File: src/source/sram_tc_config.svh
/*
 * sram test-chip configuration
 * bank count, bank depths and the apb address field layout
 */
`ifndef SRAM_TC_CONFIG_SVH
`define SRAM_TC_CONFIG_SVH

// bank population
`define SRAM_TC_NUM_BANKS 4
`define SRAM_TC_DEPTH0    1024
`define SRAM_TC_DEPTH1    256
`define SRAM_TC_DEPTH2    512
`define SRAM_TC_DEPTH3    1024

// apb address layout, byte addressed
`define SRAM_TC_ADDR_W    17
`define SRAM_TC_BANK_LSB  12
`define SRAM_TC_BANK_W    4
`define SRAM_TC_PORT_BIT  16
`define SRAM_TC_WADDR_LSB 2
`define SRAM_TC_WADDR_W   10

// data path
`define SRAM_TC_DATA_W    32
`define SRAM_TC_STRB_W    4
`endif

File: src/source/sram_tc_pkg.sv
/*
 * sram test-chip package
 * shared data, address and state types
 */
`default_nettype none

`include "sram_tc_config.svh"

package sram_tc_pkg;

   // bus word and its byte lanes
   typedef logic [`SRAM_TC_DATA_W-1:0] word_t;
   typedef logic [7:0]                 byte_t;
   typedef logic [`SRAM_TC_STRB_W-1:0] strb_t;

   // word address into any bank
   typedef logic [`SRAM_TC_WADDR_W-1:0] waddr_t;

   // one active-low select per bank
   typedef logic [`SRAM_TC_NUM_BANKS-1:0] bank_mask_t;

   // captured words, one per bank
   typedef word_t [`SRAM_TC_NUM_BANKS-1:0] bank_word_t;

   // transfer sequencing
   typedef enum logic [2:0] {
      IDLE,
      ISSUE,
      READ,
      CAPT,
      DONE
   } ctrl_state_t;

endpackage

`default_nettype wire

File: src/source/sram_tc_ctrl.sv
/*
 * sram test-chip controller
 * apb slave fsm, address decode, chip-select drive and read-data select
 */
`timescale 1ns/1ns
`default_nettype none

`include "sram_tc_config.svh"

module sram_tc_ctrl (
   input  logic                           clk,
   input  logic                           rstn,
   input  logic [`SRAM_TC_ADDR_W-1:0]     paddr_i,
   input  logic                           psel_i,
   input  logic                           penable_i,
   input  logic                           pwrite_i,
   input  sram_tc_pkg::word_t             pwdata_i,
   input  sram_tc_pkg::strb_t             pstrb_i,
   input  sram_tc_pkg::bank_word_t        cap0_i,
   input  sram_tc_pkg::bank_word_t        cap1_i,
   output sram_tc_pkg::word_t             prdata_o,
   output logic                           pready_o,
   output logic                           pslverr_o,
   output sram_tc_pkg::waddr_t            addr0_o,
   output sram_tc_pkg::waddr_t            addr1_o,
   output sram_tc_pkg::word_t             din0_o,
   output logic                           web0_o,
   output sram_tc_pkg::strb_t             wmask0_o,
   output sram_tc_pkg::bank_mask_t        csb0_o,
   output sram_tc_pkg::bank_mask_t        csb1_o
);
   import sram_tc_pkg::*;

   localparam int BQ_W = $clog2(`SRAM_TC_NUM_BANKS);

   logic [`SRAM_TC_BANK_W-1:0] bank_sel;
   logic                       port_sel;
   waddr_t                     waddr;
   logic                       depth_ok;
   logic                       err;
   logic                       start;
   bank_mask_t                 bank_mask;
   ctrl_state_t                state_q;
   logic [BQ_W-1:0]            bank_q;
   logic                       port_q;
   logic                       write_q;
   logic                       err_q;

   // address fields
   assign bank_sel  = paddr_i[`SRAM_TC_BANK_LSB +: `SRAM_TC_BANK_W];
   assign port_sel  = paddr_i[`SRAM_TC_PORT_BIT];
   assign waddr     = paddr_i[`SRAM_TC_WADDR_LSB +: `SRAM_TC_WADDR_W];
   assign bank_mask = ~(bank_mask_t'(1) << bank_sel);

   // word address against the depth of the addressed bank
   always_comb begin
      case (bank_sel)
         4'd0:    depth_ok = (waddr < `SRAM_TC_DEPTH0);
         4'd1:    depth_ok = (waddr < `SRAM_TC_DEPTH1);
         4'd2:    depth_ok = (waddr < `SRAM_TC_DEPTH2);
         4'd3:    depth_ok = (waddr < `SRAM_TC_DEPTH3);
         default: depth_ok = 1'b0;
      endcase
   end

   // port 1 is read-only
   assign err   = (bank_sel >= `SRAM_TC_NUM_BANKS) || !depth_ok || (pwrite_i && port_sel);
   // setup phase starts a transfer
   assign start = (state_q == IDLE) && psel_i && !penable_i;

   always_ff @(posedge clk) begin
      if (!rstn) begin
         state_q <= IDLE;
         csb0_o  <= '1;
         csb1_o  <= '1;
         web0_o  <= 1'b1;
         write_q <= 1'b0;
         err_q   <= 1'b0;
      end else begin
         // selects and write enable only ever pulse for one cycle
         csb0_o <= '1;
         csb1_o <= '1;
         web0_o <= 1'b1;
         case (state_q)
            IDLE: begin
               if (start) begin
                  state_q <= ISSUE;
                  write_q <= pwrite_i;
                  err_q   <= err;
                  // a bad address selects no bank
                  if (!err && !port_sel) begin
                     csb0_o <= bank_mask;
                  end
                  if (!err && port_sel) begin
                     csb1_o <= bank_mask;
                  end
                  web0_o <= !(pwrite_i && !err);
               end
            end
            // writes and errors finish right away
            ISSUE:   state_q <= (err_q || write_q) ? DONE : READ;
            READ:    state_q <= CAPT;
            CAPT:    state_q <= DONE;
            DONE:    state_q <= IDLE;
            default: state_q <= IDLE;
         endcase
      end
   end

   // request payload and read data
   always_ff @(posedge clk) begin
      if (start) begin
         addr0_o  <= waddr;
         addr1_o  <= waddr;
         din0_o   <= pwdata_i;
         wmask0_o <= pstrb_i;
         bank_q   <= bank_sel[BQ_W-1:0];
         port_q   <= port_sel;
      end
      // zero unless a good read overwrites it
      if (state_q == ISSUE) begin
         prdata_o <= '0;
      end
      if (state_q == CAPT) begin
         prdata_o <= port_q ? cap1_i[bank_q] : cap0_i[bank_q];
      end
   end

   // one-cycle completion
   assign pready_o  = (state_q == DONE);
   assign pslverr_o = (state_q == DONE) && err_q;

endmodule

`default_nettype wire

File: config.mk
export PLATFORM = sky130hd
export DESIGN_NAME = sram_tc_ctrl
export DESIGN_NICKNAME = d
export VERILOG_FILES = /design/src/source/sram_tc_pkg.sv /design/src/source/sram_tc_ctrl.sv
export VERILOG_INCLUDE_DIRS = /design/src /design/src/source
export SDC_FILE = /design/constraint.sdc
export NUM_CORES = 1
export LEC_CHECK = 0
export BUFFER_PORTS_ARGS = -buffer_cell sky130_fd_sc_hd__buf_2
export CAP_MARGIN = 30
export CELL_PAD_IN_SITES_DETAIL_PLACEMENT = 0
export CELL_PAD_IN_SITES_GLOBAL_PLACEMENT = 2
export CORE_MARGIN = 10
export CORE_UTILIZATION = 24
export DETAILED_ROUTE_END_ITERATION = 10
export GPL_ROUTABILITY_DRIVEN = 0
export HOLD_SLACK_MARGIN = 0.06
export PLACE_DENSITY = 0.88
export SETUP_SLACK_MARGIN = 0.02
export SLEW_MARGIN = 20
export SYNTH_ARGS = -nofsm -noshare
export SYNTH_HDL_FRONTEND = slang
export SYNTH_SLANG_ARGS = --single-unit
File: constraint.sdc
create_clock -name clk -period 12.5 [get_ports clk]
set_input_delay 3.125 -clock clk [delete_from_list [all_inputs] [get_ports clk]]
set_output_delay 3.125 -clock clk [all_outputs]
set_load 0.01 [all_outputs]
==> impl_metrics.py, run 1 <==
metrics = {
    "flow_run": {
        "maxCapViolations": 0,
    },
    "global_route": {
        "grt_max_degree": 65,
        "grt_usage": 0.157,
        "antenna_found_initial": 6,
        "grt_pass1_wl_mm": 30.8,
        "grt_pass1_vias": 4700,
        "grt_overflow": 0,
    },
    "route": {
        "via_count": 4388,
        "ant_nets": 0,
        "vias_per_cell": 4.66,
        "drt_iter0_drc": 234,
        "wl_per_cell_um": 23.7,
        "drt_first_pass_iters": 5,
        "wl_mm": 22.3,
        "drcViolationCount": 0,
    },
    "floorplan": {
        "io_pins": 413,
        "die-area_um2": 26400,
        "start_util": 0.243,
        "core_um2": 20100,
        "die_w_um": 163,
        "rows": 52,
        "dieHeight_um": 163,
    },
    "clock_network": {
        "cts_hold_buf": 0,
        "cts_tree": "built",
        "cts_setup_buffers": 0,
        "cts_htree_levels": 3,
        "cts.repair.resized": 0,
        "clockRootBuffer": "clkbuf_16",
        "numCtsBuffers": 9,
        "clk_latency_ps": 340,
        "clk_pin_slew_ps": 70,
        "ctsLongestPathBuffers": 2,
        "numClockSinks": 95,
    },
    "pwr": {
        "p_per_area_nw_per_um2": 103,
        "p_leak_nw": 3.30,
        "ir_worst_vdd_mv": 0.0553,
    },
    "synth": {
        "ys_seq_area_frac": 0.556,
        "async_flop_share": 0,
        "synth-seq-cells": 95,
        "yosysWarnings": 0,
        "synth.most_common_cell": "edfxtp_1",
        "synthesis.area_um2": 4880,
        "synth_ff_type": "edfxtp_1",
        "yosys-top-cells-area": "edfxtp_1 (50%), mux4_2 (30%), a22o_1 (5.7%)",
        "synth_cells": 268,
        "yosys-top-cells-count": "edfxtp_1 (81), mux4_2 (64), a22o_1 (32), clkbuf_1 (15), dfxtp_1 (14)",
        "synth.largest_area_cell": "edfxtp_1",
        "syn-num-nets": 582,
        "synth_cell_types": 31,
        "synth_top_area_share": 0.499,
        "synth_edf_count": 81,
        "syn_avg_cell_area_um2": 18.2,
    },
    "critical_path": {
        "critPathCaptureType": "register",
        "required_ps": 12720,
        "reg2reg_depth": 5,
        "path_class": "input pin to register",
        "setup.worst_path.start": "penable_i",
        "worstPathArrival_ps": 4770,
        "crit_fanout": 5,
        "cp-start-kind": "input pin",
        "r2r_start": "bank_q[0]",
    },
    "finish": {
        "nets": 979,
        "syn2layout_area_growth_pct": 53.5,
        "drive_gt1_frac": 0.748,
    },
    "timing": {
        "rsz0062_at_grt": "false",
        "finalMaxSlewViolations": 0,
        "fin_setup_tns_ps": 0,
        "timing.final.crit_share": 0.364,
        "fmax_mhz": 220,
        "setup_viol": 0,
        "fin_skew_ps": 10.8,
        "holdWs_ps": 483,
        "final-hold-violation-count": 0,
        "fin_crit_ps": 4560,
        "worst_pin_slew_ps": 928,
        "relSlewSlack": 0.382,
    },
    "min_path": {
        "hold_class": "register to register",
        "whs_path_depth": 2,
        "hp-start": "write_q",
    },
    "placement": {
        "port_buffers": 410,
        "hpwl_mm": 19.1,
    },
    "outcome": {
        "status": "complete, no violations",
    },
}
power breakdown:
part | internal, mW | switching (mW) | leakage [nW]
clock | 0.140 | 0.129 | 0.141
sequential | 0.359 | 0.00436 | 0.888
combinational | 0.0796 | 0.0608 | 2.27
registers in the layout, summed over array words and instances (netlist names), 2 cells and up:
register,count
din0_o,32
prdata_o,32
addr1_o,10
csb1_o,4
bank_q,2
csb0_o,4
state_q,3
wmask0_o,4
layout make-up:
cell class	instances	area [um^2]
Fill cell	1992	12600
Sequential cell	95	2710
Timing Repair Buffer	418	2130
Multi-Input combinational cell	137	2000
Tap cell	270	338
Clock buffer	10	229
Clock inverter	6	57.6
Inverter	4	15.0
Antenna cell	1	2.50
layout by cell type (no fill, tap or decap), drive strengths merged, types with 3 or more instances in the layout:
cell,instances
a21oi,3
dfxtp,14
nand3,4
nor2,5
mux4,64
edfxtp,81
clkbuf,10
nor3,4
or4,5
a22o,32
buf,418
inv,8
worst max-delay path, stage by stage:
cell and delay (ps):
buf_2 110, or4b_4 530, or4_4 520, or4_1 480
cells by family after synthesis:
family	share of synthesized area
muxes	0.298
and+or+nand+nor	0.0423
buffers and inverters	0.0369
AOI/OAI and AO/OA	0.0667
DFF	0.556
metal layers:
metal / part of all wire / vias to the layer above / global-route usage / wire [um]
met1: 0.36 / 2089 / 0.172 / 7950
li1: - / 1957 / - / -
met4: 0.010 / 8 / 0.0303 / 226
met3: 0.13 / 21 / 0.0832 / 2950
met5: 0.0024 / - / 0 / 54
met2: 0.50 / 313 / 0.266 / 11100
per-stage QoR:
stage	cell area (um^2)	std cells	power, mW	utilization	setup slack, ps
floorplan	4880	268	0.437	-	6310
global placement	7170	923	0.511	0.357	7600
detailed placement	7170	923	0.513	0.357	7590
CTS	7450	939	0.785	0.371	7970
global route	7480	940	0.810	0.372	7860
finish	7480	941	0.773	0.372	7940
path summary, 6_finish.rpt:
path	end	slack, ps
worst max-delay path	csb1_o[0]	7940
worst min-delay path	write_q	480
worst max register to register	prdata_o[11]	10160
worst min register to register	write_q	480
Power figures use the tool's default switching activity.
==> run 2: changes to the inputs <==
Settings changed: ABC_AREA from default to 1, CORE_UTILIZATION 24 to 20, PLACE_DENSITY 0.88 to 0.83.
Clock period 12.5 ns to 4.8 ns, I/O delays scaled along.
==> impl_metrics.py, run 2 <==
metrics = {
    "timing": {
        "timing.final.crit_share": 0.522,
        "fmax_mhz": 399,
        "fin_setup_tns_ps": 0,
        "worst_pin_slew_ps": 919,
        "relSlewSlack": 0.387,
        "final-hold-violation-count": 0,
        "rsz0062_at_grt": "false",
        "setup_ws_ps": 2300,
        "finalMaxSlewViolations": 0,
        "fin_skew_ps": 16.1,
        "fin_crit_ps": 2500,
        "setup_viol": 0,
    },
    "placement": {
        "pre_cts_slack_ps": 2130,
        "dpl_cell_area_um2": 8710,
        "port_buffers": 410,
        "hpwl_mm": 22.7,
    },
    "floorplan": {
        "start_util": 0.202,
        "dieHeight_um": 198,
        "core_um2": 31500,
        "io_pins": 413,
        "rows": 65,
        "die_w_um": 198,
        "die-area_um2": 39300,
    },
    "clock_network": {
        "numCtsBuffers": 9,
        "cts.repair.resized": 0,
        "clk_pin_slew_ps": 70,
        "clk_latency_ps": 360,
        "cts_hold_buf": 0,
        "clockRootBuffer": "clkbuf_16",
        "ctsLongestPathBuffers": 2,
        "numClockSinks": 95,
        "cts_tree": "built",
        "cts_htree_levels": 3,
        "cts_setup_buffers": 0,
    },
    "pwr": {
        "p_per_area_nw_per_um2": 256,
        "power.total_mw": 2.31,
        "p_leak_nw": 5.19,
        "ir_worst_vdd_mv": 0.145,
    },
    "critical_path": {
        "r2r_end": "prdata_o[19]",
        "cp-start-kind": "register",
        "cp_num_buf_inv": 2,
        "critPathCaptureType": "output port",
        "path_cells": "inv_1 > nor3_1 > buf_2",
        "critPathTopFamily": "flip-flops",
        "reg2reg_depth": 7,
        "r2r_start": "bank_q[0]",
        "r2r_setup_slack_ps": 2320,
        "crit_fanout": 4,
        "worstPathArrival_ps": 1300,
        "cp_slowest_cell": "dfxtp_1",
        "required_ps": 3600,
        "slowest_delay_ps": 470,
        "path_class": "register to output port",
    },
    "synth": {
        "synth_top_area_share": 0.382,
        "yosysWarnings": 0,
        "synth_cell_types": 16,
        "yosys-top-cells-count": "nand2_1 (391), inv_1 (206), nand3_1 (141), edfxtp_1 (81), nor2_1 (80)",
        "ys_seq_area_frac": 0.427,
        "syn_avg_cell_area_um2": 6.44,
        "synthesis.area_um2": 6360,
        "syn-num-nets": 1302,
        "async_flop_share": 0,
        "synth_ff_type": "edfxtp_1",
        "synth.most_common_cell": "nand2_1",
        "synth_cells": 988,
        "yosys-top-cells-area": "edfxtp_1 (38%), nand2_1 (23%), inv_1 (12%)",
        "synth_edf_count": 81,
        "synth-seq-cells": 95,
        "synth.largest_area_cell": "edfxtp_1",
    },
    "finish": {
        "stdcell_area_um2": 9030,
        "final_util": 0.287,
        "syn2layout_area_growth_pct": 42.0,
        "final_cell_mix": "buf_2 (410), nand2_1 (391), inv_1 (205)",
        "reg_top3": "din0_o (32), prdata_o (32), addr1_o (10)",
        "nets": 1672,
        "drive_gt1_frac": 0.324,
        "seqCellArea_um2": 2710,
        "nFillCells": 3619,
        "multi_input_area_um2": 2550,
        "layout_commonest_cell": "buf_2",
    },
    "global_route": {
        "grt_pass1_vias": 7024,
        "grt_pass1_wl_mm": 42.9,
        "antenna_found_initial": 5,
        "grt_usage": 0.141,
        "grt_overflow": 0,
        "grt_max_degree": 84,
    },
    "min_path": {
        "holdPathEnd": "state_q[0]",
        "hold_class": "register to register",
        "hp-start": "state_q[0]",
        "whs_path_depth": 1,
    },
    "route": {
        "via_count": 7028,
        "drcViolationCount": 0,
        "drt_first_pass_iters": 5,
        "wl_per_cell_um": 16.6,
        "ant_nets": 0,
        "wl_mm": 29.5,
        "vias_per_cell": 3.97,
        "drt_iter0_drc": 301,
    },
    "flow_run": {
        "maxCapViolations": 0,
    },
    "outcome": {
        "status": "complete, no violations",
    },
}
[run 2: worst max-delay path by stage]
stage	slack, ps	start	to	cells after the start
after global routing	2090	bank_q[0]	prdata_o[17]	7
after floorplan	1930	psel_i	addr1_o[0]	4
after CTS	2230	bank_q[0]	prdata_o[1]	8
after detailed placement	2130	penable_i	addr1_o[5]	5
final	2300	state_q[2]	pslverr_o	3
after global placement	1910	penable_i	err_q	7
[run 2: where the power goes]
group          switching, mW  internal (mW)
clock                  0.407          0.382
sequential            0.0175          0.963
combinational          0.326          0.220
total                  0.750           1.56
[run 2: kinds of logic (layout without fill, tap and decap cells)]
group	Yosys count	count (layout)	synth area share
compound gates	5	5	0.00452
buf+inv	269	644	0.174
flops	95	95	0.427
other cells	0	4	0
simple gates	619	619	0.395
[run 2: per-stage QoR]
step	std cells	hold slack, ps
floorplan	988	426
global placement	1747	442
detailed placement	1749	449
CTS	1765	468
global route	1767	488
finish	1769	466
[run 2: final cells by class]
cell class	count	area share
diodes	4	0.00111
clock buffers	9	0.0249
clock inverters	7	0.00956
inverters	208	0.0867
multi-input cells	624	0.283
flip-flops and latches	95	0.300
well taps	402	0.0557
repair buffers	420	0.239
[run 2: routing by layer]
layer,wire [um],up-vias,GRT usage,share of wire
met2,14800,190,0.239,0.50
met1,12400,3134,0.174,0.42
li1,-,3687,-,-
met5,20,-,0,0.00068
met3,1990,15,0.0396,0.067
met4,254,2,0.0308,0.0086
